File: config.mk
export PLATFORM = sky130hd
export DESIGN_NAME = input_top
export DESIGN_NICKNAME = d
export VERILOG_FILES = /design/src/verilog/input_pkg.sv /design/src/verilog/input_top.sv /design/src/verilog/input_unit.sv /design/src/verilog/keypad_scanner.sv
export VERILOG_INCLUDE_DIRS = /design/src /design/src/verilog
export SDC_FILE = /design/constraint.sdc
export NUM_CORES = 1
export LEC_CHECK = 0
export ABC_AREA = 1
export BUFFER_PORTS_ARGS = -buffer_cell sky130_fd_sc_hd__buf_4
export CAP_MARGIN = 20
export CORE_AREA = 2 2 133 135
export CTS_BUF_LIST = sky130_fd_sc_hd__clkbuf_8 sky130_fd_sc_hd__clkbuf_16
export DETAILED_ROUTE_END_ITERATION = 6
export DIE_AREA = 0 0 135 137
export GPL_ROUTABILITY_DRIVEN = 0
export PLACE_DENSITY = 0.76
export REMOVE_ABC_BUFFERS = 1
export SLEW_MARGIN = 10
export SYNTH_ARGS = -nofsm -noshare
export SYNTH_HDL_FRONTEND = slang
export SYNTH_HIERARCHICAL = 1
export SYNTH_SLANG_ARGS = --single-unit
File: constraint.sdc
create_clock -name clk -period 15.5 [get_ports clk]
set_input_delay 1.55 -clock clk [delete_from_list [all_inputs] [get_ports clk]]
set_output_delay 1.55 -clock clk [all_outputs]
set_load 0.005 [all_outputs]
File: src/verilog/input_consts.svh
`ifndef INPUT_CONSTS_SVH
`define INPUT_CONSTS_SVH

// width of the data word handed to data memory
`define ISA_WIDTH       32

// toggle switch bank on the board
`define SWITCH_CNT      16

// longest decimal number the operator can type
`define MAX_DIGITS      8

// cycles each keypad column stays driven low
// small value for simulation, a board build needs a much longer dwell
`define SCAN_CYCLES     4

// full scans with the same reading before a press or release counts
`define DEBOUNCE_SCANS  3

`endif

File: src/verilog/input_pkg.sv
`include "input_consts.svh"

package input_pkg;

    typedef logic [`ISA_WIDTH-1:0]  word_t;      // data word to memory
    typedef logic [`SWITCH_CNT-1:0] switch_t;    // toggle switch bank
    typedef logic [7:0]             key_code_t;  // {row, col}, each active low, 0 = no key
    typedef logic [3:0]             nibble_t;    // one row or column vector
    typedef logic [3:0]             digit_cnt_t; // digits typed so far

    typedef enum logic [1:0] {
        ST_BLOCK  = 2'b00,  // waiting for data memory to ask
        ST_SWITCH = 2'b01,  // switches are the source
        ST_KEYPAD = 2'b10,  // number entry on the keypad
        ST_HALT   = 2'b11   // cpu paused
    } input_state_t;

    // keypad layout, row nibble then column nibble
    localparam key_code_t KEY_1         = 8'b1110_1110;
    localparam key_code_t KEY_2         = 8'b1110_1101;
    localparam key_code_t KEY_3         = 8'b1110_1011;
    localparam key_code_t KEY_PAUSE     = 8'b1110_0111;  // "A"
    localparam key_code_t KEY_4         = 8'b1101_1110;
    localparam key_code_t KEY_5         = 8'b1101_1101;
    localparam key_code_t KEY_6         = 8'b1101_1011;
    localparam key_code_t KEY_TOGGLE    = 8'b1101_0111;  // "B"
    localparam key_code_t KEY_7         = 8'b1011_1110;
    localparam key_code_t KEY_8         = 8'b1011_1101;
    localparam key_code_t KEY_9         = 8'b1011_1011;
    localparam key_code_t KEY_C         = 8'b1011_0111;  // unused
    localparam key_code_t KEY_BACKSPACE = 8'b0111_1110;  // "*"
    localparam key_code_t KEY_0         = 8'b0111_1101;
    localparam key_code_t KEY_ENTER     = 8'b0111_1011;  // "#"
    localparam key_code_t KEY_D         = 8'b0111_0111;  // unused

endpackage

File: src/verilog/input_top.sv
`timescale 1ns/10ps

module input_top
    import input_pkg::*;
(
    input  logic         clk,
    input  logic         rst_n,
    input  nibble_t      row,             // keypad rows, active low
    output nibble_t      col,             // keypad columns, active low
    input  switch_t      switch_map,
    input  logic         input_enable,    // from data memory
    input  logic         uart_complete,   // from the uart loader
    output word_t        input_data,
    output logic         input_complete,
    output logic         switch_enable,   // also tells the display what is shown
    output logic         cpu_pause,
    output input_state_t input_state
);

    key_code_t key_coord;   // one pulse per key press

    keypad_scanner i_keypad_scanner (
        .clk       (clk),
        .rst_n     (rst_n),
        .row       (row),
        .col       (col),
        .key_coord (key_coord)
    );

    input_unit i_input_unit (
        .clk            (clk),
        .rst_n          (rst_n),
        .key_coord      (key_coord),
        .switch_map     (switch_map),
        .uart_complete  (uart_complete),
        .input_enable   (input_enable),
        .input_complete (input_complete),
        .input_data     (input_data),
        .switch_enable  (switch_enable),
        .cpu_pause      (cpu_pause),
        .input_state    (input_state)
    );

endmodule

File: src/verilog/input_unit.sv
`timescale 1ns/10ps

`include "input_consts.svh"

module input_unit
    import input_pkg::*;
(
    input  logic         clk,
    input  logic         rst_n,
    input  key_code_t    key_coord,       // press pulse from the scanner
    input  switch_t      switch_map,      // toggle switches
    input  logic         uart_complete,   // upload finished, resume allowed
    input  logic         input_enable,    // data memory is waiting for input
    output logic         input_complete,  // operator confirmed the value
    output word_t        input_data,      // value for data memory
    output logic         switch_enable,   // switches are being used
    output logic         cpu_pause,
    output input_state_t input_state
);

    localparam word_t      TEN       = word_t'(10);
    localparam digit_cnt_t DIGIT_MAX = digit_cnt_t'(`MAX_DIGITS);
    localparam int         PAD_W     = `ISA_WIDTH - `SWITCH_CNT;

    word_t      keypad_data;   // assembled decimal number
    digit_cnt_t digit_cnt;
    logic       src_switch;    // last source picked was the switches
    logic       digit_hit;
    logic [3:0] digit_val;

    // source stays on the switches after enter so memory reads the switch value
    assign input_data = src_switch ? {{PAD_W{1'b0}}, switch_map} : keypad_data;

    always_comb begin
        digit_hit = 1'b1;
        digit_val = 4'd0;
        case (key_coord)
            KEY_0:   digit_val = 4'd0;
            KEY_1:   digit_val = 4'd1;
            KEY_2:   digit_val = 4'd2;
            KEY_3:   digit_val = 4'd3;
            KEY_4:   digit_val = 4'd4;
            KEY_5:   digit_val = 4'd5;
            KEY_6:   digit_val = 4'd6;
            KEY_7:   digit_val = 4'd7;
            KEY_8:   digit_val = 4'd8;
            KEY_9:   digit_val = 4'd9;
            default: digit_hit = 1'b0;   // idle, C, D and command keys
        endcase
    end

    always_ff @(posedge clk or negedge rst_n) begin
        if (!rst_n) begin
            input_state    <= ST_BLOCK;
            input_complete <= 1'b0;
            switch_enable  <= 1'b0;
            cpu_pause      <= 1'b0;
            src_switch     <= 1'b0;
            keypad_data    <= '0;
            digit_cnt      <= '0;
        end else begin
            case (input_state)
                ST_BLOCK: begin
                    if (key_coord == KEY_PAUSE) begin
                        input_state <= ST_HALT;
                        cpu_pause   <= 1'b1;
                    end else if (input_enable) begin
                        input_state    <= ST_KEYPAD;
                        input_complete <= 1'b0;
                        src_switch     <= 1'b0;
                        keypad_data    <= '0;
                        digit_cnt      <= '0;
                    end
                end
                ST_KEYPAD: begin
                    if (!input_enable) begin
                        input_state <= ST_BLOCK;   // memory withdrew the request
                    end else begin
                        case (key_coord)
                            KEY_TOGGLE: begin
                                input_state   <= ST_SWITCH;
                                switch_enable <= 1'b1;
                                src_switch    <= 1'b1;
                            end
                            KEY_BACKSPACE: begin
                                if (digit_cnt != '0) begin
                                    keypad_data <= keypad_data / TEN;
                                    digit_cnt   <= digit_cnt - 1'b1;
                                end
                            end
                            KEY_ENTER: begin
                                input_state    <= ST_BLOCK;
                                input_complete <= 1'b1;
                                digit_cnt      <= '0;
                            end
                            KEY_PAUSE: begin
                                input_state    <= ST_HALT;
                                input_complete <= 1'b1;
                                cpu_pause      <= 1'b1;
                                digit_cnt      <= '0;
                            end
                            default: begin
                                if (digit_hit && (digit_cnt < DIGIT_MAX)) begin
                                    keypad_data <= keypad_data * TEN + word_t'(digit_val);
                                    digit_cnt   <= digit_cnt + 1'b1;
                                end
                            end
                        endcase
                    end
                end
                ST_SWITCH: begin
                    case (key_coord)
                        KEY_TOGGLE: begin
                            input_state   <= ST_KEYPAD;   // back to the typed number
                            switch_enable <= 1'b0;
                            src_switch    <= 1'b0;
                        end
                        KEY_ENTER: begin
                            input_state    <= ST_BLOCK;
                            input_complete <= 1'b1;
                            switch_enable  <= 1'b0;
                            digit_cnt      <= '0;
                        end
                        KEY_PAUSE: begin
                            input_state    <= ST_HALT;
                            input_complete <= 1'b1;
                            switch_enable  <= 1'b0;
                            cpu_pause      <= 1'b1;
                            digit_cnt      <= '0;
                        end
                        default: ;
                    endcase
                end
                ST_HALT: begin
                    // resume only once the loader is done
                    if (uart_complete && (key_coord == KEY_PAUSE)) begin
                        input_state <= ST_BLOCK;
                        cpu_pause   <= 1'b0;
                    end
                end
                default: input_state <= ST_BLOCK;
            endcase
        end
    end

endmodule

File: src/verilog/keypad_scanner.sv
`timescale 1ns/10ps

`include "input_consts.svh"

module keypad_scanner
    import input_pkg::*;
(
    input  logic      clk,
    input  logic      rst_n,
    input  nibble_t   row,        // keypad rows, low while a key in the driven column is down
    output nibble_t   col,        // one column driven low at a time
    output key_code_t key_coord   // one-cycle {row, col} pulse per debounced press
);

    localparam int CNT_W = (`SCAN_CYCLES > 1) ? $clog2(`SCAN_CYCLES) : 1;
    localparam int DB_W  = $clog2(`DEBOUNCE_SCANS + 1);

    localparam logic [CNT_W-1:0] CNT_LAST = CNT_W'(`SCAN_CYCLES - 1);
    localparam logic [DB_W-1:0]  DB_FULL  = DB_W'(`DEBOUNCE_SCANS);
    localparam nibble_t          FIRST_COL = 4'b1110;
    localparam nibble_t          LAST_COL  = 4'b0111;
    localparam nibble_t          ROW_IDLE  = 4'b1111;

    logic [CNT_W-1:0] scan_cnt;    // cycles spent on the current column
    logic [DB_W-1:0]  stable_cnt;  // scans in a row with the same reading
    logic [DB_W-1:0]  next_cnt;
    key_code_t        scan_code;   // key found so far in this scan
    key_code_t        last_read;   // result of the previous full scan
    key_code_t        reading;
    logic             pressed;     // a debounced press is still held
    logic             col_end;
    logic             scan_end;
    logic             hit;

    assign col_end  = (scan_cnt == CNT_LAST);       // rows have settled by now
    assign scan_end = col_end && (col == LAST_COL);
    assign hit      = (row != ROW_IDLE);

    // a hit on the current column overrides what earlier columns found
    always_comb begin
        if (hit)
            reading = {row, col};
        else
            reading = scan_code;
    end

    always_comb begin
        if (reading != last_read)
            next_cnt = DB_W'(1);         // new reading starts its own run
        else if (stable_cnt == DB_FULL)
            next_cnt = DB_FULL;          // saturate while held
        else
            next_cnt = stable_cnt + 1'b1;
    end

    // column rotation
    always_ff @(posedge clk or negedge rst_n) begin
        if (!rst_n) begin
            scan_cnt <= '0;
            col      <= FIRST_COL;
        end else if (col_end) begin
            scan_cnt <= '0;
            col      <= {col[2:0], col[3]};
        end else begin
            scan_cnt <= scan_cnt + 1'b1;
        end
    end

    // debounce and edge detection
    always_ff @(posedge clk or negedge rst_n) begin
        if (!rst_n) begin
            scan_code  <= '0;
            last_read  <= '0;
            stable_cnt <= '0;
            pressed    <= 1'b0;
            key_coord  <= '0;
        end else begin
            key_coord <= '0;                // pulse lasts one cycle
            if (scan_end) begin
                scan_code  <= '0;           // fresh start for the next scan
                last_read  <= reading;
                stable_cnt <= next_cnt;
                if (next_cnt == DB_FULL) begin
                    if (reading == '0) begin
                        pressed <= 1'b0;    // release confirmed
                    end else if (!pressed) begin
                        pressed   <= 1'b1;
                        key_coord <= reading;
                    end
                end
            end else if (col_end) begin
                scan_code <= reading;
            end
        end
    end

endmodule
---- Yosys cells after proc, flatten, opt, wreduce, memory -nomap -nowiden ----
Index checks and enable logic that the tools add are counted.
word-level totals
  output and inout port bits .............. 41
  bits of input ports ..................... 24
  bits in registers ....................... 75
  word-level logic and storage cells ...... 134
cells by class
  $add $sub $neg .......................... 5
  equal/unequal tests ..................... 39
  multiplexer cells ....................... 51
  order comparisons ....................... 1
  div/mod/pow operators ................... 1
  reduce and logical (&&, ||, !) cells .... 22
  multipliers ............................. 1
operators by type and width
  operator                                                count
  two-way mux 32 bit                                      6
  case mux 32 bit (2 select lines)                        2
  == test 8 bit (second input constant)                   11
  two-way mux 8 bit                                       7
  case mux 4 bit (9 select lines)                         1
  adder 32 x 4 -> 32 bit                                  1
  divider 32 x 4 -> 32 bit (second input constant)        1
  multiplier 32 x 3 -> 31 bit (second input constant)     1
  == test 8 x 7 -> 1 bit (second input constant)          3
  two-way mux 4 bit                                       6
  case mux 4 bit (3 select lines)                         2
  two-way mux 2 bit                                       7
  inequality test 2 bit (second input constant)           7
  two-way mux 1 bit                                       13
  case mux 2 bit (3 select lines)                         2
  AND reduction 4 bit                                     3
  == test 2 bit (second input constant)                   5
  OR reduction 10 bit                                     1
  case mux 1 bit (3 select lines)                         3
  zero test 8 bit                                         1
  inequality test 4 x 2 -> 1 bit (second input constant)  2
  inequality test 8 bit                                   1
  case mux 2 bit (4 select lines)                         1
  AND reduction 8 bit                                     1
  other kinds (22)                                        32

---- Longest topological paths before layout ----
  depth after elaboration ................. 8
  depth in mapped cells ................... 131
  mapped depth without buffers ............ 131

---- Modules after synthesis ----
Netlist, hierarchy kept.
modules (own cells, without submodules)
  module          cells an instance  instances  seq. area each (sq um)  area an instance (sq um)
  input_unit      1094               1          1051.0                  6841.6
  keypad_scanner  203                1          829.5                   1605.3

---- Least setup slack after synthesis ----
OpenSTA, ideal clock, no wires.
  path kind ............................... register -> register
  start ................................... register i_input_unit.keypad_data[30]
  end ..................................... register i_input_unit.keypad_data[0]
  stages on the path, launching flop included .. 122
  buffers on the path ..................... 0
  required time ........................... 15383 ps
  arrival ................................. 8946 ps
  period minus slack after synthesis ...... 9063 ps
  setup time .............................. 117 ps
  path slack .............................. 6437 ps
  path through ............................ dfrtp_1 > a21oi_1 > o21bai_2 > nand2_2 > nand2_2 > nand2_1 > nand3_1 > nand2_2 > nand2_2 > nand2_1 > nand3_2 > nand2_4 > nand2_2 > nand2_2 > nand3_2 > nand2_2 > nand2_2 > nand2_2 > [86 not listed] > nand2_2 > nand2_1 > nand2_2 > nand2_1 > nand2_1 > nand2_2 > inv_2 > nand2_4 > nand3_2 > nand3_1 > nand2_1 > nand2_1 > nand2_1 > nand2_1 > nor2_1 > nand2_1 > nand2_1 > nand2_1
on the way
  longest elaborated chain between the ends .. 5
RTL lines
  item                              RTL line           RTL
  start: declaration                input_unit.sv:25   word_t keypad_data;
  start signal: assignment          input_unit.sv:87   keypad_data <= keypad_data / TEN;
  start signal: assignment          input_unit.sv:104  keypad_data <= keypad_data * TEN + word_t'(digit_val);
  divider 32 x 4 -> 32 bit          input_unit.sv:87
  two-way mux 32 bit                input_unit.sv:86   if (digit_cnt != '0) begin
  case mux 32 bit (2 select lines)  input_unit.sv:79   case (key_coord)
  two-way mux 32 bit                input_unit.sv:76   if (!input_enable) begin
  case mux 32 bit (2 select lines)  input_unit.sv:62   case (input_state)
Every way passes these cells. The select of a mux whose other input is x is not followed.
A chain may end at the register's enable or synchronous reset.

---- Final worst setup path ----
Ends and elaborated chain as after synthesis.

==> impl_results.md <==
* DR WL/cell at 12.5 µm
* Routed wire length at 19800 µm
* Clock latency on the worst-skew pair at 350 ps
* Master of the slowest instance on the critical path: dfrtp_1
* Syn_area_per_cell at 6.51 µm²
* Commonest cells after routing, fill and taps aside: nand2_1 (338), inv_1 (175), nand3_1 (126)
* CP Launch Type: register
* Nature of the critical path endpoint: register
* Share of cells above drive strength 1 at 0.172
* CP arrival at 10630 ps
* Global Route Usage Sum at 0.218
* Synth area leader: dfrtp_1
* Seq cells post-synth at 75
* Iter 0 DRT Violations at 469
* HP Class: register to register
* Critical Path Most Common Cell: nand2_1
* Largest net degree at the start of global routing at 76
* Die W at 135 µm
* Max-cap violations at 0
* Port bufs at 64
* Commonest non-fill, non-tap cell in the layout: nand2_1
* CP peak stage delay at 420 ps
* Cell Rows at 48
* Tightest Pin Transition at 969 ps
* TNS Setup at 0 ps
* RSZ-0062 raised after global routing: no
* Ant. Diodes at 0
* Antenna violations before repair at 0
* CTS tree: built
* Crit path required time at 15740 ps
* Post-CTS Setup Inserts at 0
* Hold WS at 427 ps
* Max-slew violations at 0
* Dpl hpwl at 15200 µm
* Bufs on Longest Clock Path at 2
* Clock Pin Slew Worst Setup and Hold Paths at 60 ps
* H-tree depth at 3
* Starting density of the core at 0.495
* CORE AREA at 17100 µm²
* First-pass iteration count of the detailed router at 5
* Final hold viol count at 0
* Setup violations, final at 0
* Slew Limit Headroom at 0.354
* Ys Warns at 6
* Highest Clock Rate at 96.2 MHz
* Antenna Violating Nets Remaining at 0
* Synth cell types at 53
* Sequential fraction of the synthesis area at 0.223
* Clock root buffer: clkbuf_16
* Critical path class: register to register
* Die area at 18500 µm²
* Via count at 8435
* Synth Instances at 1297
* I/O pins at 65
* Number of global-route vias before repair at 7830
* Clk sink count at 75
* Post-layout net count at 1450
* Die extent in y at 137 µm
* Max FO, Critical Path at 5
* Share of the synthesized area in the top cell type at 0.213
* Post_cts resized at 0
* Post-CTS Hold Buffers at 0
* Mapped cell area at 8450 µm²
* Area Growth Syn to Fin at 12.1%
* Status: completed
* Top post-synthesis cells by area: dfrtp_1 (21%), nand2_1 (15%), ha_1 (9.6%)
* Clock Skew at 8.98 ps
* Residual DRC at 0
* First-pass GRT wire length at 33800 µm
* Tmin final at 10400 ps
* DR vias/cell at 5.31
* GRT overflow at 0
* Total CTS buffers at 9
* Final period utilization at 0.671
==> worst paths after layout <==
check / cells after the start / startpoint / end / slack, ps
max: 120 / i_input_unit/keypad_data[30]$_DFFE_PN0P_ / i_input_unit/keypad_data[0]$_DFFE_PN0P_ / 5100
min: 1 / i_keypad_scanner/scan_cnt[0]$_DFF_PN0_ / i_keypad_scanner/scan_cnt[0]$_DFF_PN0_ / 430
max reg2reg: 120 / i_input_unit/keypad_data[30]$_DFFE_PN0P_ / i_input_unit/keypad_data[0]$_DFFE_PN0P_ / 5100
min reg2reg: 1 / i_keypad_scanner/scan_cnt[0]$_DFF_PN0_ / i_keypad_scanner/scan_cnt[0]$_DFF_PN0_ / 430
max in group asynchronous: 1 / rst_n / i_input_unit/src_switch$_DFFE_PN0P_ / 13440
min in group asynchronous: 1 / rst_n / i_keypad_scanner/last_read[2]$_DFFE_PN0P_ / 1360
==> state kept, by name (all words and copies together), names as in the netlist, 2 cells and up <==
signal,cells
i_input_unit/digit_cnt,4
i_input_unit/keypad_data,32
i_keypad_scanner/last_read,8
i_keypad_scanner/stable_cnt,2
i_input_unit/input_state,2
i_keypad_scanner/key_coord,8
i_keypad_scanner/col,4
i_keypad_scanner/scan_code,8
i_keypad_scanner/scan_cnt,2
==> cell usage after synthesis, drive strengths merged <==
master and n:
a31oi 7, nor3 18, o31ai 2, nand3b 6, nand4 17, o2111ai 1, dfstp 3, ha 65
a211oi 3, mux2 1, nor4 4, fa 3, buf 4, a221o 1, o32ai 1, a21boi 1
o41ai 2, clkbuf 14, nor2 83, o21ai 71, xor2 36, o211ai 3, o221ai 14, dfrtp 72
inv 202, o21bai 4, nand2b 1, a2111oi 1, clkinv 1, a31o 1, nand2 424, o22ai 17
a21o 5, or2 2, a21oi 48, a32oi 1, xnor2 11, nand3 141, a22oi 6
==> cell families after synthesis <==
| logic type | count (synthesis) | share of synthesized area |
|---|---|---|
| compound gates | 189 | 0.137 |
| xor+xnor | 47 | 0.0487 |
| mux | 1 | 0.00133 |
| flops | 75 | 0.223 |
| buf+inv | 221 | 0.0992 |
| fa+ha+maj | 68 | 0.103 |
| simple gates | 696 | 0.388 |
==> final cells by class <==
| class | count | area [µm²] |
|---|---|---|
| Clock inverter | 6 | 66.3 |
| Inverter | 203 | 764 |
| Multi-Input combinational cell | 1001 | 5730 |
| Tap cell | 225 | 282 |
| Sequential cell | 75 | 1880 |
| Clock buffer | 10 | 239 |
| Fill cell | 1678 | 7580 |
| Timing Repair Buffer | 68 | 510 |
==> metrics by stage <==
stage	instances	worst slack [ps]	utilization	cell area (µm²)
after floorplan	1279	6440	-	8370
after global placement	1571	5560	0.537	9160
after detailed placement	1572	5200	0.537	9170
after CTS	1588	5170	0.555	9470
after global routing	1588	3610	0.555	9470
final	1588	5100	0.555	9470
==> worst max-delay path, delay by kind of cell, from the launching register on <==
kind / cells / cell delay, ps
flip-flops: 1 / 420
AND/OR/NAND/NOR: 101 / 8000
AO/OA/AOI/OAI: 6 / 1030
buffers and inverters: 13 / 790
==> layer usage <==
metal | vias up | share of wire | global-route usage
li1 | 4381 | - | -
met1 | 3882 | 0.47 | 0.281
met2 | 150 | 0.48 | 0.381
met3 | 22 | 0.038 | 0.0415
met4 | 0 | 0.011 | 0.0475
met5 | - | 0 | 0
Power is left out: the tool's default activity adds up to more than one toggle a clock period on the data nets, which glitch-free logic cannot reach.
